`src/hw/rob_pkg.sv`:
```
package rob_pkg;

	// buffer geometry
	localparam int rob_size = 32;
	localparam int rob_width = 2;
	localparam int rob_idx_bits = 5;

	// register and tag widths
	localparam int areg_bits = 5;
	localparam int preg_bits = 6;

	localparam int xlen = 32;

	// per-entry state
	// rob_mispred marks a completed branch whose prediction was wrong
	typedef enum logic [1:0] {
		rob_empty   = 2'b00,
		rob_wait    = 2'b01,
		rob_done    = 2'b10,
		rob_mispred = 2'b11
	} rob_state_t;

endpackage

```
`src/hw/reorder_buffer.sv`:
```
`timescale 1ns/10ps

module reorder_buffer
	import rob_pkg::*;
(
	input  logic                                    clock,
	input  logic                                    arst_n,
	input  logic [rob_width-1:0]                    dispatch_en,
	input  logic [rob_width-1:0][areg_bits-1:0]     dest_reg,
	input  logic [rob_width-1:0][preg_bits-1:0]     new_tag,
	input  logic [rob_width-1:0][preg_bits-1:0]     old_tag,
	input  logic [rob_width-1:0]                    cdb_valid,
	input  logic [rob_width-1:0][preg_bits-1:0]     cdb_tag,
	input  logic                                    br_valid,
	input  logic [preg_bits-1:0]                    br_tag,
	input  logic                                    br_mispredict,
	input  logic [xlen-1:0]                         br_target,
	output logic [rob_width-1:0]                    dispatch_ready,
	output logic [rob_width-1:0][rob_idx_bits-1:0]  rob_idx,
	output logic [rob_width-1:0]                    retire_valid,
	output logic [rob_width-1:0][areg_bits-1:0]     retire_reg,
	output logic [rob_width-1:0][preg_bits-1:0]     retire_tag,
	output logic [rob_width-1:0][preg_bits-1:0]     retire_old_tag,
	output logic                                    rollback_en,
	output logic [xlen-1:0]                         rollback_pc
);

	logic [rob_width-1:0][rob_idx_bits-1:0] alloc_idx;
	logic [rob_width-1:0]                   alloc_we;
	logic [rob_idx_bits-1:0]                head_ptr;
	logic [1:0]                             retire_count;
	rob_state_t [rob_width-1:0]             head_state;
	logic [rob_width-1:0][areg_bits-1:0]    head_reg;
	logic [rob_width-1:0][preg_bits-1:0]    head_tag;
	logic [rob_width-1:0][preg_bits-1:0]    head_old_tag;
	logic [xlen-1:0]                        head_target;

	rob_alloc u_alloc (
		.clock          (clock),
		.arst_n         (arst_n),
		.dispatch_en    (dispatch_en),
		.retire_count   (retire_count),
		.rollback_en    (rollback_en),
		.head_ptr       (head_ptr),
		.dispatch_ready (dispatch_ready),
		.alloc_idx      (alloc_idx),
		.alloc_we       (alloc_we),
		.rob_idx        (rob_idx)
	);

	rob_retire u_retire (
		.clock          (clock),
		.arst_n         (arst_n),
		.head_state     (head_state),
		.head_reg       (head_reg),
		.head_tag       (head_tag),
		.head_old_tag   (head_old_tag),
		.head_target    (head_target),
		.head_ptr       (head_ptr),
		.retire_count   (retire_count),
		.retire_valid   (retire_valid),
		.retire_reg     (retire_reg),
		.retire_tag     (retire_tag),
		.retire_old_tag (retire_old_tag),
		.rollback_en    (rollback_en),
		.rollback_pc    (rollback_pc)
	);

	rob_entry_array u_entries (
		.clock         (clock),
		.arst_n        (arst_n),
		.alloc_idx     (alloc_idx),
		.alloc_we      (alloc_we),
		.dest_reg      (dest_reg),
		.new_tag       (new_tag),
		.old_tag       (old_tag),
		.cdb_valid     (cdb_valid),
		.cdb_tag       (cdb_tag),
		.br_valid      (br_valid),
		.br_tag        (br_tag),
		.br_mispredict (br_mispredict),
		.br_target     (br_target),
		.head_ptr      (head_ptr),
		.retire_count  (retire_count),
		.rollback_en   (rollback_en),
		.head_state    (head_state),
		.head_reg      (head_reg),
		.head_tag      (head_tag),
		.head_old_tag  (head_old_tag),
		.head_target   (head_target)
	);

endmodule

```
`src/hw/rob_alloc.sv`:
```
`timescale 1ns/10ps

module rob_alloc
	import rob_pkg::*;
(
	input  logic                                    clock,
	input  logic                                    arst_n,
	input  logic [rob_width-1:0]                    dispatch_en,
	input  logic [1:0]                              retire_count,
	input  logic                                    rollback_en,
	input  logic [rob_idx_bits-1:0]                 head_ptr,
	output logic [rob_width-1:0]                    dispatch_ready,
	output logic [rob_width-1:0][rob_idx_bits-1:0]  alloc_idx,
	output logic [rob_width-1:0]                    alloc_we,
	output logic [rob_width-1:0][rob_idx_bits-1:0]  rob_idx
);

	logic [rob_idx_bits-1:0] tail_q;
	logic [rob_idx_bits:0]   count_q;
	logic [rob_idx_bits:0]   n_alloc;
	logic [rob_idx_bits:0]   n_retire;

	// free slots taken from the count at the start of the cycle
	always_comb begin
		if (count_q <= (rob_idx_bits+1)'(rob_size - 2)) begin
			dispatch_ready = 2'b11;
		end
		else if (count_q == (rob_idx_bits+1)'(rob_size - 1)) begin
			dispatch_ready = 2'b01;
		end
		else begin
			dispatch_ready = 2'b00;
		end
	end

	// lane 1 always lands right after lane 0
	assign rob_idx[0] = tail_q;
	assign rob_idx[1] = tail_q + rob_idx_bits'(1);
	assign alloc_idx = rob_idx;

	// lane 1 is only taken together with lane 0
	assign alloc_we[0] = dispatch_en[0] & dispatch_ready[0] & ~rollback_en;
	assign alloc_we[1] = dispatch_en[1] & dispatch_en[0] & dispatch_ready[1] & ~rollback_en;

	assign n_alloc = alloc_we[0] + alloc_we[1];
	assign n_retire = {{(rob_idx_bits-1){1'b0}}, retire_count};

	always_ff @(posedge clock or negedge arst_n) begin
		if (!arst_n) begin
			tail_q <= '0;
			count_q <= '0;
		end
		else if (rollback_en) begin
			// everything behind the branch is gone
			tail_q <= head_ptr + rob_idx_bits'(1);
			count_q <= '0;
		end
		else begin
			tail_q <= tail_q + n_alloc[rob_idx_bits-1:0];
			count_q <= count_q + n_alloc - n_retire;
		end
	end

endmodule

```
`src/hw/rob_entry_array.sv`:
```
`timescale 1ns/10ps

module rob_entry_array
	import rob_pkg::*;
(
	input  logic                                    clock,
	input  logic                                    arst_n,
	input  logic [rob_width-1:0][rob_idx_bits-1:0]  alloc_idx,
	input  logic [rob_width-1:0]                    alloc_we,
	input  logic [rob_width-1:0][areg_bits-1:0]     dest_reg,
	input  logic [rob_width-1:0][preg_bits-1:0]     new_tag,
	input  logic [rob_width-1:0][preg_bits-1:0]     old_tag,
	input  logic [rob_width-1:0]                    cdb_valid,
	input  logic [rob_width-1:0][preg_bits-1:0]     cdb_tag,
	input  logic                                    br_valid,
	input  logic [preg_bits-1:0]                    br_tag,
	input  logic                                    br_mispredict,
	input  logic [xlen-1:0]                         br_target,
	input  logic [rob_idx_bits-1:0]                 head_ptr,
	input  logic [1:0]                              retire_count,
	input  logic                                    rollback_en,
	output rob_state_t [rob_width-1:0]              head_state,
	output logic [rob_width-1:0][areg_bits-1:0]     head_reg,
	output logic [rob_width-1:0][preg_bits-1:0]     head_tag,
	output logic [rob_width-1:0][preg_bits-1:0]     head_old_tag,
	output logic [xlen-1:0]                         head_target
);

	rob_state_t             state_q  [rob_size];
	logic [areg_bits-1:0]   reg_q    [rob_size];
	logic [preg_bits-1:0]   tag_q    [rob_size];
	logic [preg_bits-1:0]   old_q    [rob_size];
	logic [xlen-1:0]        target_q [rob_size];

	logic [rob_width-1:0][rob_idx_bits-1:0] head_idx;

	assign head_idx[0] = head_ptr;
	assign head_idx[1] = head_ptr + rob_idx_bits'(1);

	always_comb begin
		for (int i = 0; i < rob_width; i++) begin
			head_state[i] = state_q[head_idx[i]];
			head_reg[i] = reg_q[head_idx[i]];
			head_tag[i] = tag_q[head_idx[i]];
			head_old_tag[i] = old_q[head_idx[i]];
		end
		head_target = target_q[head_idx[0]];
	end

	// later assignments win: completion, branch, retire clear, then dispatch
	always_ff @(posedge clock or negedge arst_n) begin
		if (!arst_n) begin
			for (int e = 0; e < rob_size; e++) begin
				state_q[e] <= rob_empty;
			end
		end
		else if (rollback_en) begin
			for (int e = 0; e < rob_size; e++) begin
				state_q[e] <= rob_empty;
			end
		end
		else begin
			for (int e = 0; e < rob_size; e++) begin
				for (int l = 0; l < rob_width; l++) begin
					if (cdb_valid[l] && cdb_tag[l] == tag_q[e] && state_q[e] == rob_wait) begin
						state_q[e] <= rob_done;
					end
				end
				// a late mispredict overrides an earlier done
				if (br_valid && br_tag == tag_q[e] && state_q[e] != rob_empty) begin
					state_q[e] <= br_mispredict ? rob_mispred : rob_done;
				end
			end
			for (int i = 0; i < rob_width; i++) begin
				if (i < retire_count) begin
					state_q[head_idx[i]] <= rob_empty;
				end
			end
			for (int l = 0; l < rob_width; l++) begin
				if (alloc_we[l]) begin
					state_q[alloc_idx[l]] <= rob_wait;
				end
			end
		end
	end

	// payload
	always_ff @(posedge clock) begin
		for (int e = 0; e < rob_size; e++) begin
			if (br_valid && br_tag == tag_q[e] && state_q[e] != rob_empty) begin
				target_q[e] <= br_target;
			end
		end
		for (int l = 0; l < rob_width; l++) begin
			if (alloc_we[l]) begin
				reg_q[alloc_idx[l]] <= dest_reg[l];
				tag_q[alloc_idx[l]] <= new_tag[l];
				old_q[alloc_idx[l]] <= old_tag[l];
			end
		end
	end

endmodule

```
`src/hw/rob_retire.sv`:
```
`timescale 1ns/10ps

module rob_retire
	import rob_pkg::*;
(
	input  logic                                 clock,
	input  logic                                 arst_n,
	input  rob_state_t [rob_width-1:0]           head_state,
	input  logic [rob_width-1:0][areg_bits-1:0]  head_reg,
	input  logic [rob_width-1:0][preg_bits-1:0]  head_tag,
	input  logic [rob_width-1:0][preg_bits-1:0]  head_old_tag,
	input  logic [xlen-1:0]                      head_target,
	output logic [rob_idx_bits-1:0]              head_ptr,
	output logic [1:0]                           retire_count,
	output logic [rob_width-1:0]                 retire_valid,
	output logic [rob_width-1:0][areg_bits-1:0]  retire_reg,
	output logic [rob_width-1:0][preg_bits-1:0]  retire_tag,
	output logic [rob_width-1:0][preg_bits-1:0]  retire_old_tag,
	output logic                                 rollback_en,
	output logic [xlen-1:0]                      rollback_pc
);

	logic [rob_idx_bits-1:0] head_q;
	logic                    head_complete;
	logic                    head_mispred;
	logic                    next_done;

	assign head_complete = (head_state[0] == rob_done) || (head_state[0] == rob_mispred);
	assign head_mispred = (head_state[0] == rob_mispred);
	assign next_done = (head_state[1] == rob_done);

	// slot 1 never carries a mispredicted branch
	always_comb begin
		retire_valid[0] = head_complete;
		retire_valid[1] = head_complete & ~head_mispred & next_done;
	end

	assign retire_count = {1'b0, retire_valid[0]} + {1'b0, retire_valid[1]};

	// the branch itself still retires, then everything younger is dropped
	assign rollback_en = head_complete & head_mispred;
	assign rollback_pc = head_target;

	assign retire_reg = head_reg;
	assign retire_tag = head_tag;
	assign retire_old_tag = head_old_tag;

	assign head_ptr = head_q;

	always_ff @(posedge clock or negedge arst_n) begin
		if (!arst_n) begin
			head_q <= '0;
		end
		else begin
			head_q <= head_q + {{(rob_idx_bits-2){1'b0}}, retire_count};
		end
	end

endmodule

```
`config.mk`:
```
export PLATFORM = sky130hd
export DESIGN_NAME = reorder_buffer
export DESIGN_NICKNAME = d
export VERILOG_FILES = /design/src/hw/rob_pkg.sv /design/src/hw/reorder_buffer.sv /design/src/hw/rob_alloc.sv /design/src/hw/rob_entry_array.sv /design/src/hw/rob_retire.sv
export SDC_FILE = /design/constraint.sdc
export NUM_CORES = 2
export LEC_CHECK = 0
export BUFFER_PORTS_ARGS = -buffer_cell sky130_fd_sc_hd__buf_2
export CELL_PAD_IN_SITES_DETAIL_PLACEMENT = 1
export CELL_PAD_IN_SITES_GLOBAL_PLACEMENT = 2
export CORE_MARGIN = 5
export CORE_UTILIZATION = 41
export DETAILED_ROUTE_END_ITERATION = 7
export PLACE_DENSITY = 0.81
export SKIP_CTS_REPAIR_TIMING = 1
export SLEW_MARGIN = 20
export SYNTH_ARGS = -nofsm -noshare
export SYNTH_HDL_FRONTEND = slang
export SYNTH_HIERARCHICAL = 1
export SYNTH_SLANG_ARGS = --single-unit
```
`constraint.sdc`:
```
create_clock -name clock -period 7.7 [get_ports clock]
set_clock_uncertainty 0.15 [all_clocks]
set_input_delay 1.925 -clock clock [delete_from_list [all_inputs] [get_ports clock]]
set_output_delay 1.925 -clock clock [all_outputs]
set_load 0.01 [all_outputs]
```
Yosys cells after proc, flatten, opt, wreduce, memory -nomap -nowiden
Memory sizes are Yosys's and may differ from the RTL's. Index checks and enable logic that the tools add are counted.

Memories: 4. Output and inout port bits: 81. Logic and storage cells: 666. Input port bits: 92. Bits in registers: 80. RAM bits: 1568.

Order comparisons: 11. Reduce and logical (&&, ||, !) cells: 229. Multiplexer cells: 223. Equality and inequality tests: 132. Bitwise logic cells: 24. Add/subtract/negate cells: 8.

Memories: u_entries.target_q (words 32, width 32, rd ports 1, clocked after memory_dff 0, write ports 32, line rob_entry_array.sv:33) `logic [xlen-1:0] target_q [rob_size];`; u_entries.old_q (words 32, width 6, rd ports 2, clocked after memory_dff 0, write ports 2, line rob_entry_array.sv:32) `logic [preg_bits-1:0] old_q [rob_size];`; u_entries.tag_q (words 32, width 6, rd ports 34, clocked after memory_dff 0, write ports 2, line rob_entry_array.sv:31) `logic [preg_bits-1:0] tag_q [rob_size];`; u_entries.reg_q (words 32, width 5, rd ports 2, clocked after memory_dff 0, write ports 2, line rob_entry_array.sv:30) `logic [areg_bits-1:0] reg_q [rob_size];`.

Operators with widths (count): $eq A6 B6 Y1 (96); $mux W64 (8); $mux W2 (137); $logic_and A1 B1 Y1 (196); $and A64 B64 Y64 (2); $not A64 Y64 (2); $mux W1 (70); $and A32 B32 Y32 (2); $eq A2 B1 Y1 const B (32); $not A32 Y32 (2); $or A32 B32 Y32 (2); $reduce_bool A2 Y1 (32); $demux W2 S5 (4); $ge A6 B6 Y1 const B (4); $lt A6 B1 Y1 const B (4); $not A5 Y6 (4); $bmux W2 S5 (2); $add A5 B1 Y5 const B (2); $and A1 B1 Y1 (8); $add A6 B6 Y6 (1); $eq A2 B2 Y1 const B (3); $eq A6 B5 Y1 const B (1); $le A6 B5 Y1 const B (1); $mux W6 (1); other kinds (8) (11).

Depth between registers and ports, before layout
Depth in word-level cells: 21. Mapped depth: 23. Mapped depth without buffers: 15.

Modules after synthesis
The synthesis kept the hierarchy.

By module, submodules not included: rob_entry_array (area each 82770.6 sq um, instances 1, cells an instance 4975); rob_alloc (area each 1013.5 sq um, instances 1, cells an instance 104); rob_retire (area each 768.2 sq um, instances 1, cells an instance 87).

Least setup slack after synthesis
OpenSTA, ideal clock, no wires.

Path kind: input-to-reg. Start: input port br_tag[3]. End: register u_entries/state_q[44] (netlist name). Library setup time: 0.131 ns. Slack: 0.970 ns. Stages: 6. Data arrival time: 6.449 ns. Buffers on the path: 1. Cells stage by stage: buf_2 -> xor2_1 -> or4_1 -> nor4_1 -> or4bb_1 -> a21oi_1.

Cells in the longest elaborated chain, start to end: 17.

Ends and longest elaborated chain: from (decl) (line reorder_buffer.sv:15) `input logic [preg_bits-1:0] br_tag,`; $eq A6 B6 Y1 (*) (line rob_entry_array.sv:70) `if (br_valid && br_tag == tag_q[e] && state_q[e] != rob_empty) begin`; $logic_and A1 B1 Y1 (*) (2 in a row) (line rob_entry_array.sv:70); $mux W2 (*) (line rob_entry_array.sv:70); $mux W2 (*) (line rob_entry_array.sv:57) `else if (rollback_en) begin`; $and A64 B64 Y64 (no line); $mux W64 (*) (line rob_entry_array.sv:75) `if (i < retire_count) begin`; $mux W64 (*) (line rob_entry_array.sv:57); $and A64 B64 Y64 (no line); $mux W64 (*) (line rob_entry_array.sv:75); $mux W64 (*) (line rob_entry_array.sv:57); $or A32 B32 Y32 (no line); $mux W64 (*) (line rob_entry_array.sv:80) `if (alloc_we[l]) begin`; $mux W64 (*) (line rob_entry_array.sv:57); $or A32 B32 Y32 (no line); $mux W64 (*) (line rob_entry_array.sv:80); $mux W64 (*) (line rob_entry_array.sv:57); to (signal, indexed assignment) (line rob_entry_array.sv:54) `state_q[e] <= rob_empty;`; to (signal, indexed assignment) (line rob_entry_array.sv:59) `state_q[e] <= rob_empty;`; to (signal, indexed assignment) (line rob_entry_array.sv:81) `state_q[alloc_idx[l]] <= rob_wait;`; to (decl) (line rob_entry_array.sv:29) `rob_state_t state_q [rob_size];`.

Every way passes the cells marked *; elsewhere a longest branch is shown, timed or not. The select of a mux whose other input is x is not followed.

==> results.yml <==
route:
  via_per_inst: 6.749
  vias: 54180
  routed_wl_mm: 304.1
  wl_met3_mm: 33.22
  wl_per_cell_um: 37.88
  ant_nets: 0
  first_pass_iters: 6
  dr_wl_met2_mm: 138.9
  met1_length_mm: 117.0
  top_layer_used: "met5"
  drtIter0Drc: 7339
  drc_errors: 0
power:
  ir_drop_mv: 0.2445
  powerDensity_nw_per_um2: 201.1
  p_int_mw: 14.66
  p_seq_share_pct: 52.2
  p_clk_share_pct: 44.2
  leakage_nw: 29.52
  combPwrFrac_pct: 3.6
  swShare_pct: 22.22
  power.switching_mw: 4.187
  finalPower_mw: 18.84
clocking:
  htreeDepth: 4
  cts_buffers: 174
  clock-sinks: 1648
  path_clk_slew_ns: 0.07
  clockRootBuffer: "clkbuf_16"
  clk_latency_ns: 0.87
  ctsLongestPathBuffers: 3
  tritoncts: "yes"
floorplan:
  die_w_um: 464.1
  die_h_um: 464.1
  dieArea_um2: 215400
  initial_core_util_pct: 41.25
  core_um2: 205000
  ios: 173
  rows: 166
yosys:
  synth-async-reset-ratio_pct: 4.854
  ys_types: 88
  ys_seq_area_share_pct: 58.06
  synth_edf_count: 1568
  postSynthAreaPerCell_um2: 16.37
  synth_seq_cells: 1648
  netlist_area_um2: 84550
  ys.flop_type: "edfxtp_1"
  ys_warn_count: 6
  syn_nets: 5285
  syn_inst: 5166
finish:
  design_area_um2: 93700
  area_growth_pct: 10.82
  multi_input_area_um2: 32950
  layout_common_cells: "edfxtp_1 (1568), mux4_2 (560), mux2_2 (545)"
  fillers: 19510
  final_common_cell: "edfxtp_1"
  final_nets: 5298
  final_util_pct: 45.71
  ff_latch_area_um2: 49090
  drive_gt1_share_pct: 34.24
timing:
  tightest_slew_ns: 1.170
  max_freq_mhz: 145.9
  post-route-period-util_pct: 89.01
  finalSetupTns_ns: 0
  finalSetupViolCount: 0
  hold_viol_final: 0
  slew_headroom_pct: 21.97
  layout_min_cycle_time_ns: 6.854
  maxSlewViolCount: 0
  rsz0062_at_grt: "no"
  finalWorstSetupSlack_ns: 0.8460
global_routing:
  grt_pass1_wl_mm: 425.1
  grt_max_degree: 152
  grt_overflow_total: 0
  antenna_found_initial: 33
  grt_pass1_vias: 55030
  track_usage_pct: 27.50
critical_path:
  cp_data_arrival_time_ns: 4.78
  critPathLaunchType: "flop"
  crit_required_ns: 5.62
  critPathMaxFanout: 20
  critPathCaptureType: "output pin"
  crit_type: "reg2out"
worst_hold_path:
  hold_path_class: "reg2reg"
placement:
  place_area_um2: 88070
  gp_congestion: 0.9352
  port_buffers: 172
  pre_cts_ws_ns: 1.299
  hpwlAfterDp_mm: 183.0
status:
  status: "completed"
flow_run:
  maxCapViolCount: 0
cell type report:
| class | count | share of cell area [%] |
|---|---|---|
| well taps | 2688 | 3.589 |
| flip-flops and latches | 1648 | 52.39 |
| clock inverters | 106 | 1.127 |
| clock buffers | 218 | 4.823 |
| repair buffers | 355 | 2.529 |
| multi-input cells | 2915 | 35.16 |
| diodes | 13 | 0.03472 |
| inverters | 85 | 0.3405 |
registers in the layout (all words and copies together), names as in the netlist:
| name | cells |
|---|---|
| u_entries/tag_q | 192 |
| u_entries/state_q | 64 |
| u_alloc/count_q | 6 |
| u_entries/reg_q | 160 |
| u_alloc/tail_q | 5 |
| u_retire/head_ptr | 5 |
| u_entries/target_q | 1024 |
| u_entries/old_q | 192 |
path summary, 6_finish.rpt:
kind,to,depth (start not counted),from,slack (ns)
max,retire_valid[1],8,u_retire/head_ptr[3],0.85
min,u_entries/state_q[29],1,u_entries/state_q[29],0.47
max reg2reg,u_entries/reg_q[12][3],12,u_retire/head_ptr[1],1.30
min reg2reg,u_entries/state_q[29],1,u_entries/state_q[29],0.47
max in group asynchronous,u_entries/state_q[46],2,arst_n,5.23
min in group asynchronous,u_alloc/tail_q[0],1,arst_n,0.95
cell families after synthesis:
logic type / after synthesis / synth area share [%]
adders and majority gates: 27 / 0.4351
buffers and inverters: 603 / 3.470
and+or+nand+nor: 640 / 4.871
AOI/OAI and AO/OA: 526 / 4.561
xor gates and xnor gates: 589 / 6.101
DFF: 1648 / 58.06
muxes: 1133 / 22.51
synthesized netlist by cell type (60+ instances only):
| library cell | count | area share (%) |
|---|---|---|
| a22oi_1 | 220 | 2.0 |
| buf_2 | 175 | 1.0 |
| buf_4 | 90 | 0.80 |
| clkbuf_1 | 220 | 0.98 |
| dfrtp_1 | 80 | 2.4 |
| edfxtp_1 | 1568 | 56 |
| inv_1 | 84 | 0.37 |
| mux2_2 | 545 | 7.3 |
| mux4_2 | 560 | 15 |
| nand2_1 | 60 | 0.27 |
| nand3_1 | 78 | 0.46 |
| nand4_1 | 69 | 0.51 |
| nor3_1 | 60 | 0.36 |
| xnor2_1 | 157 | 1.6 |
| xor2_1 | 432 | 4.5 |
power groups by stage:
stage / clock network, mW / logic, mW / registers (mW)
finish: 8.33 / 0.687 / 9.83
detailed placement: 0 / 0.670 / 10.0
CTS: 8.44 / 0.674 / 9.83
global placement: 0 / 0.642 / 10.0
floorplan: 0 / 0.397 / 10.0
global route: 8.87 / 0.716 / 9.82
layer usage:
metal,global-route usage [%],up-vias
li1,-,20730
met1,36.98,28950
met2,42.53,3690
met3,6.897,790
met4,11.96,22
met5,0,-
worst max-delay path: stages, from the launching register on:
cell      delay, ns
dfrtp_1        1.03
buf_4          0.38
nor4b_1        0.10
a31oi_2        0.83
and2b_1        0.28
a2111o_1       0.39
or3_1          0.37
and4bb_2       0.36
buf_2          0.18
per-stage QoR:
stage	hold slack [ns]	instances
after floorplan	0.3785	5166
after global placement	0.4416	7690
after detailed placement	0.4465	7690
after CTS	0.4640	8014
after global routing	0.4934	8018
final	0.4698	8028
(Power assumes the default switching activity.)
